$ cat src/harness_settings.svh
/*
  soc harness settings
  widths, the debug hold-off window, the error counter width and the
  base and length of every region in the peripheral map
*/
`ifndef HARNESS_SETTINGS_SVH
`define HARNESS_SETTINGS_SVH

`define HARNESS_ADDR_WIDTH      64
`define HARNESS_XLEN            64
`define HARNESS_DMI_ADDR_WIDTH  7
`define HARNESS_DMI_DATA_WIDTH  32
`define HARNESS_DMI_DEL_CYCLES  64
`define HARNESS_ERR_CNT_WIDTH   16
`define HARNESS_NUM_PERIPH      11

// peripheral map, bases and lengths in bytes
`define HARNESS_DEBUG_BASE  64'h0000_0000
`define HARNESS_DEBUG_LEN   64'h0000_1000
`define HARNESS_ROM_BASE    64'h0001_0000
`define HARNESS_ROM_LEN     64'h0001_0000
`define HARNESS_CLINT_BASE  64'h0200_0000
`define HARNESS_CLINT_LEN   64'h000C_0000
`define HARNESS_PLIC_BASE   64'h0C00_0000
`define HARNESS_PLIC_LEN    64'h0400_0000
`define HARNESS_UART_BASE   64'h1000_0000
`define HARNESS_UART_LEN    64'h0000_1000
`define HARNESS_TIMER_BASE  64'h1800_0000
`define HARNESS_TIMER_LEN   64'h0000_1000
`define HARNESS_SPI_BASE    64'h2000_0000
`define HARNESS_SPI_LEN     64'h0080_0000
`define HARNESS_ETH_BASE    64'h3000_0000
`define HARNESS_ETH_LEN     64'h0001_0000
`define HARNESS_GPIO_BASE   64'h4000_0000
`define HARNESS_GPIO_LEN    64'h0000_1000
`define HARNESS_CLIC_BASE   64'h5000_0000
`define HARNESS_CLIC_LEN    64'h0001_0000
`define HARNESS_DRAM_BASE   64'h8000_0000
`define HARNESS_DRAM_LEN    64'h4000_0000

`endif

$ cat src/logic/harness_pkg.sv
/*
  harness_pkg
  shared types of the soc harness: debug transport request and
  response, peripheral index, bus address, interrupt vector and id,
  error count
*/
`default_nettype none

`include "harness_settings.svh"

package harness_pkg;

  typedef logic [`HARNESS_ADDR_WIDTH-1:0] addr_t;

  // debug transport
  typedef enum logic [1:0] {
    DTM_NOP   = 2'h0,
    DTM_READ  = 2'h1,
    DTM_WRITE = 2'h2
  } dtm_op_e;

  typedef struct packed {
    logic [`HARNESS_DMI_ADDR_WIDTH-1:0] addr;
    dtm_op_e                            op;
    logic [`HARNESS_DMI_DATA_WIDTH-1:0] data;
  } dmi_req_t;

  typedef struct packed {
    logic [`HARNESS_DMI_DATA_WIDTH-1:0] data;
    logic [1:0]                         resp;
  } dmi_resp_t;

  // map order, index 0 doubles as the decode error index
  typedef enum logic [3:0] {
    PERIPH_DEBUG, PERIPH_ROM, PERIPH_CLINT, PERIPH_PLIC, PERIPH_UART, PERIPH_TIMER,
    PERIPH_SPI, PERIPH_ETH, PERIPH_GPIO, PERIPH_DRAM, PERIPH_CLIC
  } periph_idx_e;

  typedef logic [`HARNESS_XLEN-1:0]          irq_vec_t;
  typedef logic [$clog2(`HARNESS_XLEN)-1:0]  irq_id_t;
  typedef logic [`HARNESS_ERR_CNT_WIDTH-1:0] err_cnt_t;

endpackage

`default_nettype wire

$ cat src/logic/periph_sel_if.sv
/*
  periph_sel_if
  registered result of an address decode, one strobe per access
*/
`timescale 1ns/1ps
`default_nettype none

interface periph_sel_if import harness_pkg::*; ();
  logic        valid;
  logic        write;
  periph_idx_e idx;
  logic        decerr;

  modport src (output valid, output write, output idx, output decerr);
  modport dst (input valid, input write, input idx, input decerr);
endinterface

`default_nettype wire

$ cat src/logic/access_error_counter.sv
/*
  access_error_counter
  saturating counts of unmapped reads and unmapped writes
*/
`timescale 1ns/1ps
`default_nettype none

module access_error_counter import harness_pkg::*; (
  input  logic      clk_i,
  input  logic      rst_ni,
  input  logic      clr_i,
  periph_sel_if.dst sel,
  output err_cnt_t  rd_err_cnt_o,
  output err_cnt_t  wr_err_cnt_o
);

  err_cnt_t rd_cnt_q;
  err_cnt_t wr_cnt_q;
  logic     err_hit;

  assign err_hit = sel.valid & sel.decerr;

  always_ff @(posedge clk_i or negedge rst_ni) begin
    if (!rst_ni) begin
      rd_cnt_q <= '0;
      wr_cnt_q <= '0;
    end else if (clr_i) begin
      rd_cnt_q <= '0;
      wr_cnt_q <= '0;
    end else if (err_hit) begin
      // stick at all ones
      if (sel.write && wr_cnt_q != '1) begin
        wr_cnt_q <= wr_cnt_q + 1'b1;
      end else if (!sel.write && rd_cnt_q != '1) begin
        rd_cnt_q <= rd_cnt_q + 1'b1;
      end
    end
  end

  assign rd_err_cnt_o = rd_cnt_q;
  assign wr_err_cnt_o = wr_cnt_q;

endmodule

`default_nettype wire

$ cat src/logic/addr_region_decode.sv
/*
  addr_region_decode
  looks a bus address up in the peripheral map, all entries compared in
  parallel; index, write flag and decode error come out one cycle later
*/
`timescale 1ns/1ps
`default_nettype none

`include "harness_settings.svh"

module addr_region_decode import harness_pkg::*; (
  input  logic             clk_i,
  input  logic             rst_ni,
  input  logic             req_i,
  input  logic             we_i,
  input  addr_t            addr_i,
  periph_sel_if.src        sel
);

  localparam int unsigned NumPeriph = `HARNESS_NUM_PERIPH;

  // ------------------------------------------------------------------------
  // peripheral map, entry order follows periph_idx_e
  // ------------------------------------------------------------------------
  localparam addr_t RegionBase [NumPeriph] = '{
    `HARNESS_DEBUG_BASE, `HARNESS_ROM_BASE, `HARNESS_CLINT_BASE, `HARNESS_PLIC_BASE,
    `HARNESS_UART_BASE, `HARNESS_TIMER_BASE, `HARNESS_SPI_BASE, `HARNESS_ETH_BASE,
    `HARNESS_GPIO_BASE, `HARNESS_DRAM_BASE, `HARNESS_CLIC_BASE
  };
  localparam addr_t RegionLen [NumPeriph] = '{
    `HARNESS_DEBUG_LEN, `HARNESS_ROM_LEN, `HARNESS_CLINT_LEN, `HARNESS_PLIC_LEN,
    `HARNESS_UART_LEN, `HARNESS_TIMER_LEN, `HARNESS_SPI_LEN, `HARNESS_ETH_LEN,
    `HARNESS_GPIO_LEN, `HARNESS_DRAM_LEN, `HARNESS_CLIC_LEN
  };

  periph_idx_e hit_idx;
  logic        hit;
  logic        valid_q;
  logic        decerr_q;
  logic        write_q;
  periph_idx_e idx_q;

  // regions do not overlap, so at most one entry hits
  always_comb begin
    hit_idx = PERIPH_DEBUG;
    hit     = 1'b0;
    for (int i = 0; i < NumPeriph; i++) begin
      if (addr_i >= RegionBase[i] && addr_i < RegionBase[i] + RegionLen[i]) begin
        hit     = 1'b1;
        hit_idx = periph_idx_e'(4'(i));
      end
    end
  end

  always_ff @(posedge clk_i or negedge rst_ni) begin
    if (!rst_ni) begin
      valid_q  <= 1'b0;
      decerr_q <= 1'b0;
    end else begin
      valid_q  <= req_i;
      decerr_q <= req_i & ~hit;
    end
  end

  always_ff @(posedge clk_i) begin
    if (req_i) begin
      write_q <= we_i;
      idx_q   <= hit_idx;
    end
  end

  assign sel.valid  = valid_q;
  assign sel.decerr = decerr_q;
  assign sel.write  = write_q;
  assign sel.idx    = idx_q;

  a_decerr_idx : assert property (
    @(posedge clk_i) disable iff (!rst_ni)
    (sel.valid && sel.decerr) |-> (sel.idx == PERIPH_DEBUG)
  );

endmodule

`default_nettype wire

$ cat src/logic/debug_req_gate.sv
/*
  debug_req_gate
  holds the core halt request off for a fixed window after reset so
  boot code runs first, and masks it when debug is disabled
*/
`timescale 1ns/1ps
`default_nettype none

`include "harness_settings.svh"

module debug_req_gate (
  input  logic clk_i,
  input  logic rst_ni,
  input  logic debug_en_i,
  input  logic halt_req_i,
  output logic halt_req_o
);

  localparam int unsigned CntWidth = $clog2(`HARNESS_DMI_DEL_CYCLES + 1);

  logic [CntWidth-1:0] del_cnt_q;
  logic                del_done;

  assign del_done   = (del_cnt_q == '0);
  assign halt_req_o = del_done & debug_en_i & halt_req_i;

  always_ff @(posedge clk_i or negedge rst_ni) begin
    if (!rst_ni) begin
      del_cnt_q <= CntWidth'(`HARNESS_DMI_DEL_CYCLES);
    end else if (!del_done) begin
      del_cnt_q <= del_cnt_q - 1'b1;
    end
  end

  // a halt only lands once the whole window has passed since reset
  a_no_halt_in_window : assert property (
    @(posedge clk_i) disable iff (!rst_ni)
    halt_req_o |-> $past(rst_ni, `HARNESS_DMI_DEL_CYCLES)
  );

endmodule

`default_nettype wire

$ cat src/logic/dmi_source_mux.sv
/*
  dmi_source_mux
  shares the debug module port between a JTAG and a DTM request source;
  the select only moves while no transaction is in flight
*/
`timescale 1ns/1ps
`default_nettype none

module dmi_source_mux import harness_pkg::*; (
  input  logic      clk_i,
  input  logic      rst_ni,
  input  logic      jtag_sel_i,
  input  dmi_req_t  jtag_req_i,
  input  logic      jtag_req_valid_i,
  output logic      jtag_req_ready_o,
  output dmi_resp_t jtag_resp_o,
  output logic      jtag_resp_valid_o,
  input  logic      jtag_resp_ready_i,
  input  dmi_req_t  dtm_req_i,
  input  logic      dtm_req_valid_i,
  output logic      dtm_req_ready_o,
  output dmi_resp_t dtm_resp_o,
  output logic      dtm_resp_valid_o,
  input  logic      dtm_resp_ready_i,
  output dmi_req_t  dm_req_o,
  output logic      dm_req_valid_o,
  input  logic      dm_req_ready_i,
  input  dmi_resp_t dm_resp_i,
  input  logic      dm_resp_valid_i,
  output logic      dm_resp_ready_o
);

  logic jtag_sel_q;
  logic outstanding_q;
  logic req_fire;
  logic resp_fire;

  // request path towards the debug module
  assign dm_req_o        = jtag_sel_q ? jtag_req_i        : dtm_req_i;
  assign dm_req_valid_o  = jtag_sel_q ? jtag_req_valid_i  : dtm_req_valid_i;
  assign dm_resp_ready_o = jtag_sel_q ? jtag_resp_ready_i : dtm_resp_ready_i;

  // unselected side sees a stalled port
  assign jtag_req_ready_o  = jtag_sel_q & dm_req_ready_i;
  assign dtm_req_ready_o   = ~jtag_sel_q & dm_req_ready_i;
  assign jtag_resp_valid_o = jtag_sel_q & dm_resp_valid_i;
  assign dtm_resp_valid_o  = ~jtag_sel_q & dm_resp_valid_i;
  assign jtag_resp_o       = dm_resp_i;
  assign dtm_resp_o        = dm_resp_i;

  assign req_fire  = dm_req_valid_o & dm_req_ready_i;
  assign resp_fire = dm_resp_valid_i & dm_resp_ready_o;

  always_ff @(posedge clk_i or negedge rst_ni) begin
    if (!rst_ni) begin
      jtag_sel_q    <= 1'b0;
      outstanding_q <= 1'b0;
    end else begin
      // a request accepted this cycle already pins the select
      if (!outstanding_q && !req_fire) begin
        jtag_sel_q <= jtag_sel_i;
      end
      if (req_fire) begin
        outstanding_q <= 1'b1;
      end else if (resp_fire) begin
        outstanding_q <= 1'b0;
      end
    end
  end

  // the debug module only answers requests it has taken
  a_resp_needs_req : assert property (
    @(posedge clk_i) disable iff (!rst_ni) dm_resp_valid_i |-> outstanding_q
  );

endmodule

`default_nettype wire

$ cat src/logic/irq_route.sv
/*
  irq_route
  places meip, seip and mtip at their privileged-spec positions and
  hands the highest pending one to the core as id plus one-hot word,
  held until the core acknowledges
*/
`timescale 1ns/1ps
`default_nettype none

module irq_route import harness_pkg::*; (
  input  logic     clk_i,
  input  logic     rst_ni,
  input  logic     meip_i,
  input  logic     seip_i,
  input  logic     mtip_i,
  input  logic     irq_ack_i,
  output irq_vec_t irq_vec_o,
  output logic     irq_valid_o,
  output irq_id_t  irq_id_o,
  output irq_vec_t irq_onehot_o
);

  localparam int unsigned MeipBit = 11;
  localparam int unsigned SeipBit = 9;
  localparam int unsigned MtipBit = 7;

  irq_vec_t irq_vec;
  irq_id_t  pend_id;
  logic     valid_q;
  irq_id_t  id_q;

  // everything else is reserved or platform use
  always_comb begin
    irq_vec          = '0;
    irq_vec[MeipBit] = meip_i;
    irq_vec[SeipBit] = seip_i;
    irq_vec[MtipBit] = mtip_i;
  end

  // highest index wins
  always_comb begin
    pend_id = '0;
    for (int i = 0; i < $bits(irq_vec_t); i++) begin
      if (irq_vec[i]) begin
        pend_id = irq_id_t'(i);
      end
    end
  end

  always_ff @(posedge clk_i or negedge rst_ni) begin
    if (!rst_ni) begin
      valid_q <= 1'b0;
    end else if (valid_q) begin
      valid_q <= ~irq_ack_i;
    end else begin
      valid_q <= |irq_vec;
    end
  end

  always_ff @(posedge clk_i) begin
    if (!valid_q) begin
      id_q <= pend_id;
    end
  end

  always_comb begin
    irq_onehot_o = '0;
    if (valid_q) begin
      irq_onehot_o[id_q] = 1'b1;
    end
  end

  assign irq_vec_o   = irq_vec;
  assign irq_valid_o = valid_q;
  assign irq_id_o    = id_q;

  a_id_held : assert property (
    @(posedge clk_i) disable iff (!rst_ni)
    (valid_q && !irq_ack_i) |=> (valid_q && $stable(id_q))
  );

endmodule

`default_nettype wire

$ cat src/logic/soc_harness_top.sv
/*
  soc_harness_top
  harness glue: debug transport mux, halt request gate, address decode
  with error counters and local interrupt routing
*/
`timescale 1ns/1ps
`default_nettype none

module soc_harness_top import harness_pkg::*; (
  input  logic        clk_i,
  input  logic        rst_ni,
  // debug transport
  input  logic        jtag_sel_i,
  input  dmi_req_t    jtag_req_i,
  input  logic        jtag_req_valid_i,
  output logic        jtag_req_ready_o,
  output dmi_resp_t   jtag_resp_o,
  output logic        jtag_resp_valid_o,
  input  logic        jtag_resp_ready_i,
  input  dmi_req_t    dtm_req_i,
  input  logic        dtm_req_valid_i,
  output logic        dtm_req_ready_o,
  output dmi_resp_t   dtm_resp_o,
  output logic        dtm_resp_valid_o,
  input  logic        dtm_resp_ready_i,
  output dmi_req_t    dm_req_o,
  output logic        dm_req_valid_o,
  input  logic        dm_req_ready_i,
  input  dmi_resp_t   dm_resp_i,
  input  logic        dm_resp_valid_i,
  output logic        dm_resp_ready_o,
  // halt request
  input  logic        debug_en_i,
  input  logic        halt_req_i,
  output logic        halt_req_o,
  // address decode
  input  logic        req_i,
  input  logic        we_i,
  input  addr_t       addr_i,
  output logic        sel_valid_o,
  output logic        sel_we_o,
  output periph_idx_e sel_idx_o,
  output logic        decerr_o,
  input  logic        clr_i,
  output err_cnt_t    rd_err_cnt_o,
  output err_cnt_t    wr_err_cnt_o,
  // interrupts
  input  logic        meip_i,
  input  logic        seip_i,
  input  logic        mtip_i,
  input  logic        irq_ack_i,
  output irq_vec_t    irq_vec_o,
  output logic        irq_valid_o,
  output irq_id_t     irq_id_o,
  output irq_vec_t    irq_onehot_o
);

  periph_sel_if sel ();

  // ------------------------------------------------------------------------
  // debug
  // ------------------------------------------------------------------------
  dmi_source_mux i_dmi_source_mux (.*);

  debug_req_gate i_debug_req_gate (
    .clk_i      ( clk_i      ),
    .rst_ni     ( rst_ni     ),
    .debug_en_i ( debug_en_i ),
    .halt_req_i ( halt_req_i ),
    .halt_req_o ( halt_req_o )
  );

  // ------------------------------------------------------------------------
  // decode and error counting
  // ------------------------------------------------------------------------
  addr_region_decode i_addr_region_decode (
    .clk_i  ( clk_i  ),
    .rst_ni ( rst_ni ),
    .req_i  ( req_i  ),
    .we_i   ( we_i   ),
    .addr_i ( addr_i ),
    .sel    ( sel    )
  );

  access_error_counter i_access_error_counter (
    .clk_i        ( clk_i        ),
    .rst_ni       ( rst_ni       ),
    .clr_i        ( clr_i        ),
    .sel          ( sel          ),
    .rd_err_cnt_o ( rd_err_cnt_o ),
    .wr_err_cnt_o ( wr_err_cnt_o )
  );

  assign sel_valid_o = sel.valid;
  assign sel_we_o    = sel.write;
  assign sel_idx_o   = sel.idx;
  assign decerr_o    = sel.decerr;

  // ------------------------------------------------------------------------
  // interrupts
  // ------------------------------------------------------------------------
  irq_route i_irq_route (
    .clk_i        ( clk_i        ),
    .rst_ni       ( rst_ni       ),
    .meip_i       ( meip_i       ),
    .seip_i       ( seip_i       ),
    .mtip_i       ( mtip_i       ),
    .irq_ack_i    ( irq_ack_i    ),
    .irq_vec_o    ( irq_vec_o    ),
    .irq_valid_o  ( irq_valid_o  ),
    .irq_id_o     ( irq_id_o     ),
    .irq_onehot_o ( irq_onehot_o )
  );

endmodule

`default_nettype wire

$ cat config.mk
export PLATFORM = sky130hd
export DESIGN_NAME = soc_harness_top
export DESIGN_NICKNAME = d
export VERILOG_FILES = /design/src/logic/harness_pkg.sv /design/src/logic/periph_sel_if.sv /design/src/logic/access_error_counter.sv /design/src/logic/addr_region_decode.sv /design/src/logic/debug_req_gate.sv /design/src/logic/dmi_source_mux.sv /design/src/logic/irq_route.sv /design/src/logic/soc_harness_top.sv
export VERILOG_INCLUDE_DIRS = /design/src
export SDC_FILE = /design/constraint.sdc
export NUM_CORES = 1
export LEC_CHECK = 0
export ABC_AREA = 1
export BUFFER_PORTS_ARGS = -buffer_cell sky130_fd_sc_hd__buf_2
export CAP_MARGIN = 10
export CORE_AREA = 10 10 179 181
export DETAILED_ROUTE_END_ITERATION = 10
export DIE_AREA = 0 0 189 191
export MAX_ROUTING_LAYER = met4
export PLACE_DENSITY_LB_ADDON = 0.05
export SETUP_SLACK_MARGIN = 0.4
export SLEW_MARGIN = 30
export SYNTH_ARGS = -nofsm -noshare
export SYNTH_HDL_FRONTEND = slang
export SYNTH_SLANG_ARGS = --single-unit
$ cat constraint.sdc
create_clock -name clk_i -period 2.6 [get_ports clk_i]
set_clock_uncertainty 0.05 [all_clocks]
set_input_delay 0.39 -clock clk_i [delete_from_list [all_inputs] [get_ports clk_i]]
set_output_delay 0.39 -clock clk_i [all_outputs]
set_load 0.02 [all_outputs]
* Word level (Yosys, flattened, before mapping) *
Index checks and enable logic that the tools add are counted.

word-level totals
  flip-flop bits (word level) = 53
  logic and storage cells = 122
  output and inout port bits = 290

operators by class
  equality and inequality tests = 3
  reductions and logical operators = 28
  add/sub/neg operators = 3
  bitwise gates (word level) = 13
  order comparisons = 24
  multiplexer cells = 38

operators with widths
  operator               number
  $lt 64x29->1 const B   3
  $ge 64x29->1 const B   2
  $ge 64x30->1 const B   2
  $ge 64x31->1 const B   2
  $lt 64x30->1 const B   2
  $lt 64x31->1 const B   2
  $mux 16                7
  $ge 64x1->1 const B    1
  $ge 64x17->1 const B   1
  $ge 64x26->1 const B   1
  $ge 64x28->1 const B   1
  $ge 64x32->1 const B   1
  $lt 64x13->1 const B   1
  $lt 64x18->1 const B   1
  $lt 64x26->1 const B   1
  $lt 64x32->1 const B   1
  $mux 64                1
  $mux 41                1
  $add 16x1->16 const B  2
  $ne 16x16->1 const B   2
  $mux 1                 18
  $logic_and 1x1->1      15
  $mux 3                 5
  $and 1x1->1            10
  other kinds (14)       26

* Logic depth before layout (Yosys ltp) *
Gate-level depths: netlist of the first run.

  word-level depth = 15
  mapped depth = 11
  gate-level depth less buffers = 10

* Cells and area by module *
From an unflattened synthesis of the first run, not the netlist that was laid out.

unflattened totals
  cell total of the unflattened synthesis = 884
  area, all modules = 5746.8 um^2

by module, submodules not included
  module                seq. area each (um^2)  instances  cells each  area an instance (um^2)
  access_error_counter  800.8                  1          295         2042.0
  dmi_source_mux        50.0                   1          227         1239.9
  irq_route             145.1                  1          161         1173.6
  addr_region_decode    200.2                  1          142         852.1
  debug_req_gate        176.4                  1          59          439.2

* Worst setup path before layout of the first run *
Ideal clock, no wire load.

  path kind = flip-flop to flip-flop
  from = reg i_access_error_counter.rd_cnt_q[0], in the netlist i_access_error_counter.rd_err_cnt_o[0]
  to = reg i_access_error_counter.rd_cnt_q[4], in the netlist i_access_error_counter.rd_err_cnt_o[4]
  data required time = 2.430 ns
  clock period less this slack = 1.976 ns
  slack = 0.624 ns
  cell stages (with the launch flop) = 11
  arrival = 1.806 ns
  path through = dfrtp_1 > ha_1 > nand2_1 > nor2_2 > nand3_2 > or2_4 > nand2_8 > nand2_4 > buf_6 > a21oi_1 > nor2_1

on the way
  longest elaborated chain between the ends = 5
  elaborated cells on any way between the ends = 9
  those cells by class = add/sub (1); eq/ne (1); mux (4); reduce/logical (3)

ends and longest elaborated chain
  element                   line                        source
  start: declaration        access_error_counter.sv:17  err_cnt_t rd_cnt_q;
  start signal: assignment  access_error_counter.sv:35  rd_cnt_q <= rd_cnt_q + 1'b1;
  $add 16x1->16             access_error_counter.sv:35
  $mux 16                   access_error_counter.sv:34  end else if (!sel.write && rd_cnt_q != '1) begin
  $mux 16                   access_error_counter.sv:32  if (sel.write && wr_cnt_q != '1) begin
  $mux 16                   access_error_counter.sv:30  end else if (err_hit) begin
  $mux 16                   access_error_counter.sv:27  end else if (clr_i) begin

Several ways; a longest one is shown, not always the timed one. The select of a mux whose other input is x is not followed.
A chain may end at the register's enable or synchronous reset.

==> results of run 1 <==
-- layout make-up --
cell class	instances	area (um2)	share of cell area, %
tap	384	480	7.56
antenna	4	10.0	0.158
clock inverter	2	8.76	0.138
inverter	57	215	3.39
timing repair buffer	283	1470	23.2
clock buffer	6	139	2.19
multi-input combinational	587	2650	41.8
sequential	53	1380	21.6
-- per-stage QoR --
| stage | setup slack, ns | area (um2) | hold slack [ns] |
|---|---|---|---|
| after floorplan | 0.624 | 5660 | 0.0444 |
| after global placement | 0.476 | 6110 | 0.390 |
| after detailed placement | 0.472 | 6110 | 0.393 |
| after CTS | 0.424 | 6310 | 0.0554 |
| after global routing | 0.402 | 6350 | 0.0711 |
| final | 0.523 | 6350 | 0.0342 |
-- flip-flops by register name, indices dropped and copies added, names as in the netlist, 4 cells and up --
signal,count
i_irq_route.irq_id_o,4
i_access_error_counter.wr_err_cnt_o,16
i_access_error_counter.rd_err_cnt_o,16
i_debug_req_gate.del_cnt_q,7
i_addr_region_decode.sel.idx,4
-- path summary, 6_finish.rpt --
check / startpoint / depth (start not counted) / endpoint
worst max-delay path: i_dmi_source_mux.jtag_sel_q$_DFFE_PN0P_ / 4 / dm_req_o[40]
worst min-delay path: rst_ni / 1 / i_addr_region_decode.sel.valid$_DFF_PN0_
worst max register to register: i_debug_req_gate.del_cnt_q[1]$_DFFE_PN0P_ / 14 / i_debug_req_gate.del_cnt_q[0]$_DFFE_PN0P_
worst min register to register: i_debug_req_gate.del_cnt_q[6]$_DFFE_PN1P_ / 2 / i_debug_req_gate.del_cnt_q[6]$_DFFE_PN1P_
max in group asynchronous: rst_ni / 2 / i_access_error_counter.wr_err_cnt_o[14]$_DFFE_PN0P_
min in group clk_i: we_i / 1 / i_addr_region_decode.sel.write$_DFFE_PP_
-- logic make-up after synthesis --
logic type	synth area share, %
adder cells (fa/ha/maj)	0.716
XOR/XNOR	2.67
flip-flops	26.2
buffers and inverters	31.7
other	0.0715
AO/OA/AOI/OAI	4.77
AND/OR/NAND/NOR	33.9
-- timing repair --
action,4_1_cts,5_1_grt
gates resized for setup,4,11
endpoints found under the setup margin,37,27
cloned,0,0
buffers inserted,6,0
pin swaps,2,2
-- layer usage --
metal	vias up	track usage, %	routed length (um)
met3	7	4.66	2110
met2	250	19.8	11100
met4	0	1.92	161
li1	2605	-	-
met1	2212	13.5	9120
met5	-	-	0
-- cell usage in the layout, fill, tap and decap left out, types with 2 or more instances in the layout --
cell         n
dfrtp_2      2
nand2_2      3
edfxtp_1     9
o31ai_1      6
buf_2      261
nand3_1     46
clkbuf_16    5
a21oi_1     13
conb_1     111
diode_2      4
dfrtp_1     41
nor2_1      88
nand2_4      2
o21ai_1     12
nand3_2      3
nor2_2       2
nor3_1      20
nand3b_1     2
nand4_1     21
clkinv_1     2
clkinv_2     2
o21ai_0     11
or2_2        4
nand2_1    212
inv_2        3
ha_2         2
o2111ai_1    2
buf_4       22
xor2_1      16
inv_1       52
-- power by group through the flow --
stage          clock network, W  registers, W  logic [W]
2_1_floorplan                 0      0.000985    0.00140
3_3_place_gp                  0      0.000951    0.00195
3_5_place_dp                  0      0.000951    0.00192
4_1_cts                0.000740      0.000936    0.00193
5_1_grt                0.000763      0.000943    0.00210
6_report               0.000698      0.000934    0.00190
==> impl_results.md, run 1 <==
* CTS tree: done
* Crit path top cell by count: nand2_1
* Yosys top cell area share at 26.1%
* Crit path kind: flop to primary output
* Clk slew on worst S/H paths at 0.07 ns
* Largest fanout on the critical path at 47
* Post-DP HPWL at 19,700 um
* First-pass DRT Iterations at 4
* Flop pwr share at 26.5%
* CP top delay family: buffers and inverters
* Highest clock rate at 481 MHz
* Area leader, netlist: buf_4
* Final setup viols at 0
* Avg Vias per Cell at 3.69
* First-pass GRT wire length at 32,700 um
* Int Power at 0.00180 W
* Slew Limit Fails at 0
* DRT iter0 DRCs at 218
* Top cells by area, synth: buf_4 (26%), dfrtp_1 (21%), nand2_1 (15%), nor2_1 (6.4%), edfxtp_1 (5.2%)
* Routability cong. at 0.767
* Die Span Y at 191 um
* Worst path cell trace: buf_4 > nand2_1 > nand2_1 > buf_2
* WP buf/inv at 2
* Total GRT Usage at 11.9%
* Initial Util at 18.4%
* GRT overflow at 0
* Max clock buf depth at 2
* Synth Flop Type: dfrtp_1
* Final net count at 1,188
* Root Buffer: clkbuf_16
* I/O Buffers at 262
* Num rows at 62
* Peak supply drop at 0.276 mV
* Cells after DPL at 1,358
* Slew @ Worst Pin at 0.605 ns
* Commonest cells in the netlist: nand2_1 (213), buf_4 (182), nor2_1 (90)
* Synthesized cell area at 5240 um2
* Normalized max-slew margin at 59.6%
* CTS Buf Count at 5
* FILL cells at 3,359
* Final Hold Fails at 0
* Post-synth cell types at 38
* WP data required at 2.16 ns
* Clk pwr share at 19.8%
* Final wirelength at 22,500 um
* Core footprint at 28,500 um2
* Vias in the first global route at 5,433
* Number of flops mapped to enable cells by yosys at 9
* Register area share after synthesis at 26.2%
* Cell Pwr Density at 555 nW/um2
* Nature of the critical path startpoint: flop
* Worst-Skew Late Latency at 0.30 ns
* IO Count at 488
* Drt drc at 0
* Lkg Pwr at 3.57 nW
* Synth warn at 0
* Non-filler cells in the finished layout at 1,376
* Final setup TNS at 0 ns
* Fraction of layout cells with a size suffix above 1 at 32.2%
* Fraction of power spent switching nets at 49.1%
* CTS H-tree depth at 2
* RSZ-0062 raised after global routing: false
* Sink Count at 53
* Status: finished, final reports clean
* Psw at 0.00173 W
* FFs w/ async S/R, synth at 83.0%
* Largest net degree at the start of global routing at 48
* Die W at 189 um
* Most common cell in the synthesized netlist: nand2_1
* Fin crit period at 2.08 ns
* Initial antenna violation count at 4
* Via count at 5,074
* Max-Cap Viols at 0
* Fin crit share at 79.9%
* Worst min path class: input port to async pin
* Crit-path max cell delay at 0.44 ns
* CTS Hold Bufs at 0
* Synthesized area per cell at 6.67 um2
* Seq cells post-synth at 53
* Tot Pwr at 0.00353 W
* Crit. End Element: primary output
* Die ar. at 36,100 um2
* Wire per inst at 16.4 um
* Layout area overhead at 21.2%
* Worst Path Arrival at 1.64 ns
* Setup slack, reg-to-reg at 0.60 ns
* Critical path's slowest cell: buf_4
* Final core occ at 22.3%
* Comb power frac at 53.7%
* Antenna Violating Nets Remaining at 0
* Cells after Synth at 786
Note: power is estimated with default switching activity, not from simulation.
==> inputs of run 2 (changes only) <==
--- a/config.mk
+++ b/config.mk
@@ -6,12 +6,12 @@
 export SDC_FILE = /design/constraint.sdc
 export NUM_CORES = 1
 export LEC_CHECK = 0
-export ABC_AREA = 1
+export ABC_AREA = 0
 export BUFFER_PORTS_ARGS = -buffer_cell sky130_fd_sc_hd__buf_2
 export CAP_MARGIN = 10
-export CORE_AREA = 10 10 179 181
+export CORE_AREA = 10 10 180 182
 export DETAILED_ROUTE_END_ITERATION = 10
-export DIE_AREA = 0 0 189 191
+export DIE_AREA = 0 0 190 192
 export MAX_ROUTING_LAYER = met4
 export PLACE_DENSITY_LB_ADDON = 0.05
 export SETUP_SLACK_MARGIN = 0.4
==> constraint.sdc (replaced) <==
create_clock -name clk_i -period 2.1 [get_ports clk_i]
set_clock_uncertainty 0.05 [all_clocks]
set_input_delay 0.315 -clock clk_i [delete_from_list [all_inputs] [get_ports clk_i]]
set_output_delay 0.315 -clock clk_i [all_outputs]
set_load 0.02 [all_outputs]
==> run 2 against run 1 <==
Net effect: clock-buffer cell count decreased by 1; routed wire length increased by 0.54%; via count decreased by 7.9%; design area increased by 23%; critical endpoint is now i_debug_req_gate.del_cnt_q[4]$_DFFE_PN0P_; hold slack improved by 0.078 ns; sequential power increased by 20%; largest cell class unchanged; cell count decreased by 12%.
==> impl_results.md, run 2 <==
* Status: finished, final reports clean (unchanged)
* Worst hold start: irq_ack_i
* Drt drc at 0 (unchanged)
* Yosys top cell area share at 28.0% (was 26.1%)
* Final core occ at 27.2% (was 22.3%)
* Largest fanout on the critical path at 2 (was 47)
* Num rows at 62 (unchanged)
* CP top delay family: buffers and inverters (unchanged)
* RSZ-0062 raised after global routing: true (was false)
* Setup slack, reg-to-reg at 0.03 ns (was 0.60 ns)
* Final Hold Fails at 0 (unchanged)
* Reg2reg path depth at 15 (was 14)
* Die ar. at 36,500 um2 (was 36,100 um2)
* Worst min path class: input port to flop (was input port to async pin)
* Worst Setup Slack, final at 0.0319 ns (was 0.523 ns)
* Tot Pwr at 0.00562 W (was 0.00353 W)
* Cells after Synth at 552 (was 786)
* Final setup viols at 0 (unchanged)
* Crit path top cell by count: buf_6 (was nand2_1)
* Synth Flop Type: dfrtp_1 (unchanged)
* Pre-CTS setup slack at 0.0822 ns (was 0.472 ns)
* Vias in the first global route at 5,144 (was 5,433)
* Clk slew on worst S/H paths at 0.08 ns (was 0.07 ns)
* Highest clock rate at 484 MHz
* Nature of the critical path startpoint: flop (unchanged)
* Hold path endpoint: i_irq_route.irq_valid_o$_DFF_PN0_
* Fin crit period at 2.07 ns
* Top cells by area, synth: buf_4 (28%), dfrtp_1 (22%), mux2_2 (10%), edfxtp_1 (5.5%), nor2_1 (4.1%) (was buf_4 (26%), dfrtp_1 (21%), nand2_1 (15%), nor2_1 (6.4%), edfxtp_1 (5.2%))
* Slew Limit Fails at 0 (unchanged)
* Root Buffer: clkbuf_16 (unchanged)
* Crit. End Element: flop (was primary output)
* CTS Buf Count at 5 (unchanged)
* CTS tree: done (unchanged)
* Max-Cap Viols at 0 (unchanged)
* Ant. Diodes at 0 (was 4)
* Die W at 190 um (was 189 um)
* Worst-Skew Late Latency at 0.31 ns (was 0.30 ns)
* Synthesized area per cell at 8.83 um2 (was 6.67 um2)
* Origin of the critical flop-to-flop path: i_debug_req_gate.del_cnt_q[1]$_DFFE_PN0P_ (unchanged)
* Layout area overhead at 59.7% (was 21.2%)
* Worst path cell trace: inv_2 > ha_4 > nand2b_4 > buf_6 > buf_6 > buf_6 > buf_6 > buf_6 > buf_6 > buf_6 > buf_6 > buf_6 > nor2_4 > xnor2_1 > nor2_1 (was buf_4 > nand2_1 > nand2_1 > buf_2)
* Crit-path max cell delay at 0.40 ns (was 0.44 ns)
* Most common cell in the synthesized netlist: buf_4 (was nand2_1)
* Avg Vias per Cell at 3.87 (was 3.69)
* Crit path kind: flop to flop (was flop to primary output)
* Fin crit share at 98.5%
* CTS H-tree depth at 2 (unchanged)
* Post-DP HPWL at 17,700 um (was 19,700 um)
* Hold depth at 2
* Commonest cells in the netlist: buf_4 (182), nor2_1 (53), mux2_2 (44) (was nand2_1 (213), buf_4 (182), nor2_1 (90))
* Sink Count at 53 (unchanged)
* Number of flops mapped to enable cells by yosys at 9 (unchanged)
* IO Count at 488 (unchanged)
* FFs w/ async S/R, synth at 83.0% (unchanged)
* Initial antenna violation count at 4 (unchanged)
* GRT overflow at 0 (unchanged)
* Post-synth cell types at 52 (was 38)
* Peak supply drop at 0.312 mV (was 0.276 mV)
* RR Endpoint: i_debug_req_gate.del_cnt_q[4]$_DFFE_PN0P_ (was i_debug_req_gate.del_cnt_q[0]$_DFFE_PN0P_)
* Critical path origin: i_debug_req_gate.del_cnt_q[1]$_DFFE_PN0P_ (was i_dmi_source_mux.jtag_sel_q$_DFFE_PN0P_)
* Lkg Pwr at 3.77 nW (was 3.57 nW)
* Most frequent cells in the layout: buf_2 (198), conb_1 (111), buf_6 (83) (was buf_2 (261), nand2_1 (212), conb_1 (111))
* Cell Pwr Density at 722 nW/um2 (was 555 nW/um2)
* Most common cell after layout, fill and taps aside: buf_2 (unchanged)
* Final net count at 1,022 (was 1,188)
* Synth warn at 0 (unchanged)
* Final wirelength at 22,700 um (was 22,500 um)
* Via count at 4,673 (was 5,074)
* Register area share after synthesis at 28.2% (was 26.2%)
* WP buf/inv at 10 (was 2)
* Max clock buf depth at 2 (unchanged)
* First-pass GRT wire length at 31,900 um (was 32,700 um)
* Fraction of layout cells with a size suffix above 1 at 60.0% (was 32.2%)
* Routability cong. at 0.957 (was 0.767)
* I/O Buffers at 262 (unchanged)
* CP Depth at 15 (was 4)
* Area leader, netlist: buf_4 (unchanged)
* Antenna Violating Nets Remaining at 0 (unchanged)
* Die Span Y at 192 um (was 191 um)
* Total GRT Usage at 11.7% (was 11.9%)
* Critical path's slowest cell: dfrtp_1 (was buf_4)
* Initial Util at 17.0% (was 18.4%)
* Cells after DPL at 1,122 (was 1,358)
* Synthesized cell area at 4870 um2 (was 5240 um2)
* Core footprint at 28,600 um2 (was 28,500 um2)
* Largest net degree at the start of global routing at 29 (was 48)
* DRT iter0 DRCs at 144 (was 218)
* First-pass DRT Iterations at 4 (unchanged)
* FILL cells at 3,048 (was 3,359)
* Seq cells post-synth at 53 (unchanged)
* WP data required at 2.26 ns (was 2.16 ns)
* Worst Path Arrival at 2.23 ns (was 1.64 ns)
* Non-filler cells in the finished layout at 1,206 (was 1,376)
* Wire per inst at 18.8 um (was 16.4 um)
-- run 2: area by class of cell --
| cell class | instances | area [um2] | share of cell area (%) |
|---|---|---|---|
| inverters | 9 | 33.8 | 0.434 |
| repair buffers | 350 | 2690 | 34.6 |
| clock buffers | 5 | 125 | 1.61 |
| multi-input cells | 402 | 3010 | 38.7 |
| flip-flops and latches | 53 | 1400 | 17.9 |
| clock inverters | 3 | 47.5 | 0.611 |
| well taps | 384 | 480 | 6.17 |
-- run 2: cell families (layout without fill, tap and decap cells) --
logic type	after synthesis	count (layout)	synth area share (%)
adders and majority gates	3	3	0.770
DFF	53	53	28.2
AOI/OAI and AO/OA	40	40	5.44
other	1	111	0.0769
and+or+nand+nor	175	175	20.0
muxes	46	46	10.6
xor gates and xnor gates	27	27	4.85
buffers and inverters	207	367	30.1
-- run 2: how the worst max path moves through the flow --
stage / slack [ns] / end
CTS: -0.05 / halt_req_o
global route: -0.05 / halt_req_o
floorplan: 0.35 / i_access_error_counter.rd_err_cnt_o[14]$_DFFE_PN0P_
finish: 0.03 / i_debug_req_gate.del_cnt_q[4]$_DFFE_PN0P_
global placement: 0.15 / i_addr_region_decode.sel.decerr$_DFF_PN0_
detailed placement: 0.08 / i_addr_region_decode.sel.decerr$_DFF_PN0_
-- run 2: report_power, final --
group / switching, W / internal, W / total, W
Combinational: 0.00157 / 0.00192 / 0.00349
Sequential: 0.0000396 / 0.00109 / 0.00112
Clock: 0.000434 / 0.000573 / 0.00101
-- run 2: per-layer routing --
metal | global-route usage [%] | routed length [um] | vias up | part of all wire, %
met3 | 3.92 | 1950 | 51 | 8.6
li1 | - | - | 2136 | -
met2 | 21.6 | 12200 | 292 | 54
met5 | - | 0 | - | 0
met4 | 5.56 | 866 | 0 | 3.8
met1 | 10.5 | 7640 | 2194 | 34
-- run 2: metrics by stage --
stage / instance area (um2) / hold slack, ns / setup TNS [ns]
2_1_floorplan: 5380 / -0.0306 / 0
3_3_place_gp: 5840 / 0.273 / 0
3_5_place_dp: 5840 / 0.269 / 0
4_1_cts: 7230 / 0.0980 / -0.0980
5_1_grt: 7780 / 0.110 / -0.0755
6_report: 7780 / 0.112 / 0
-- run 2: what timing repair did --
item                                    CTS  global route
endpoints found under the setup margin   82            95
gates cloned                              6             0
hold buffers                              1             0
resized for setup                       210            80
pin swaps                                16            29
hold endpoints to repair                 16             0
setup buffers                            41            28
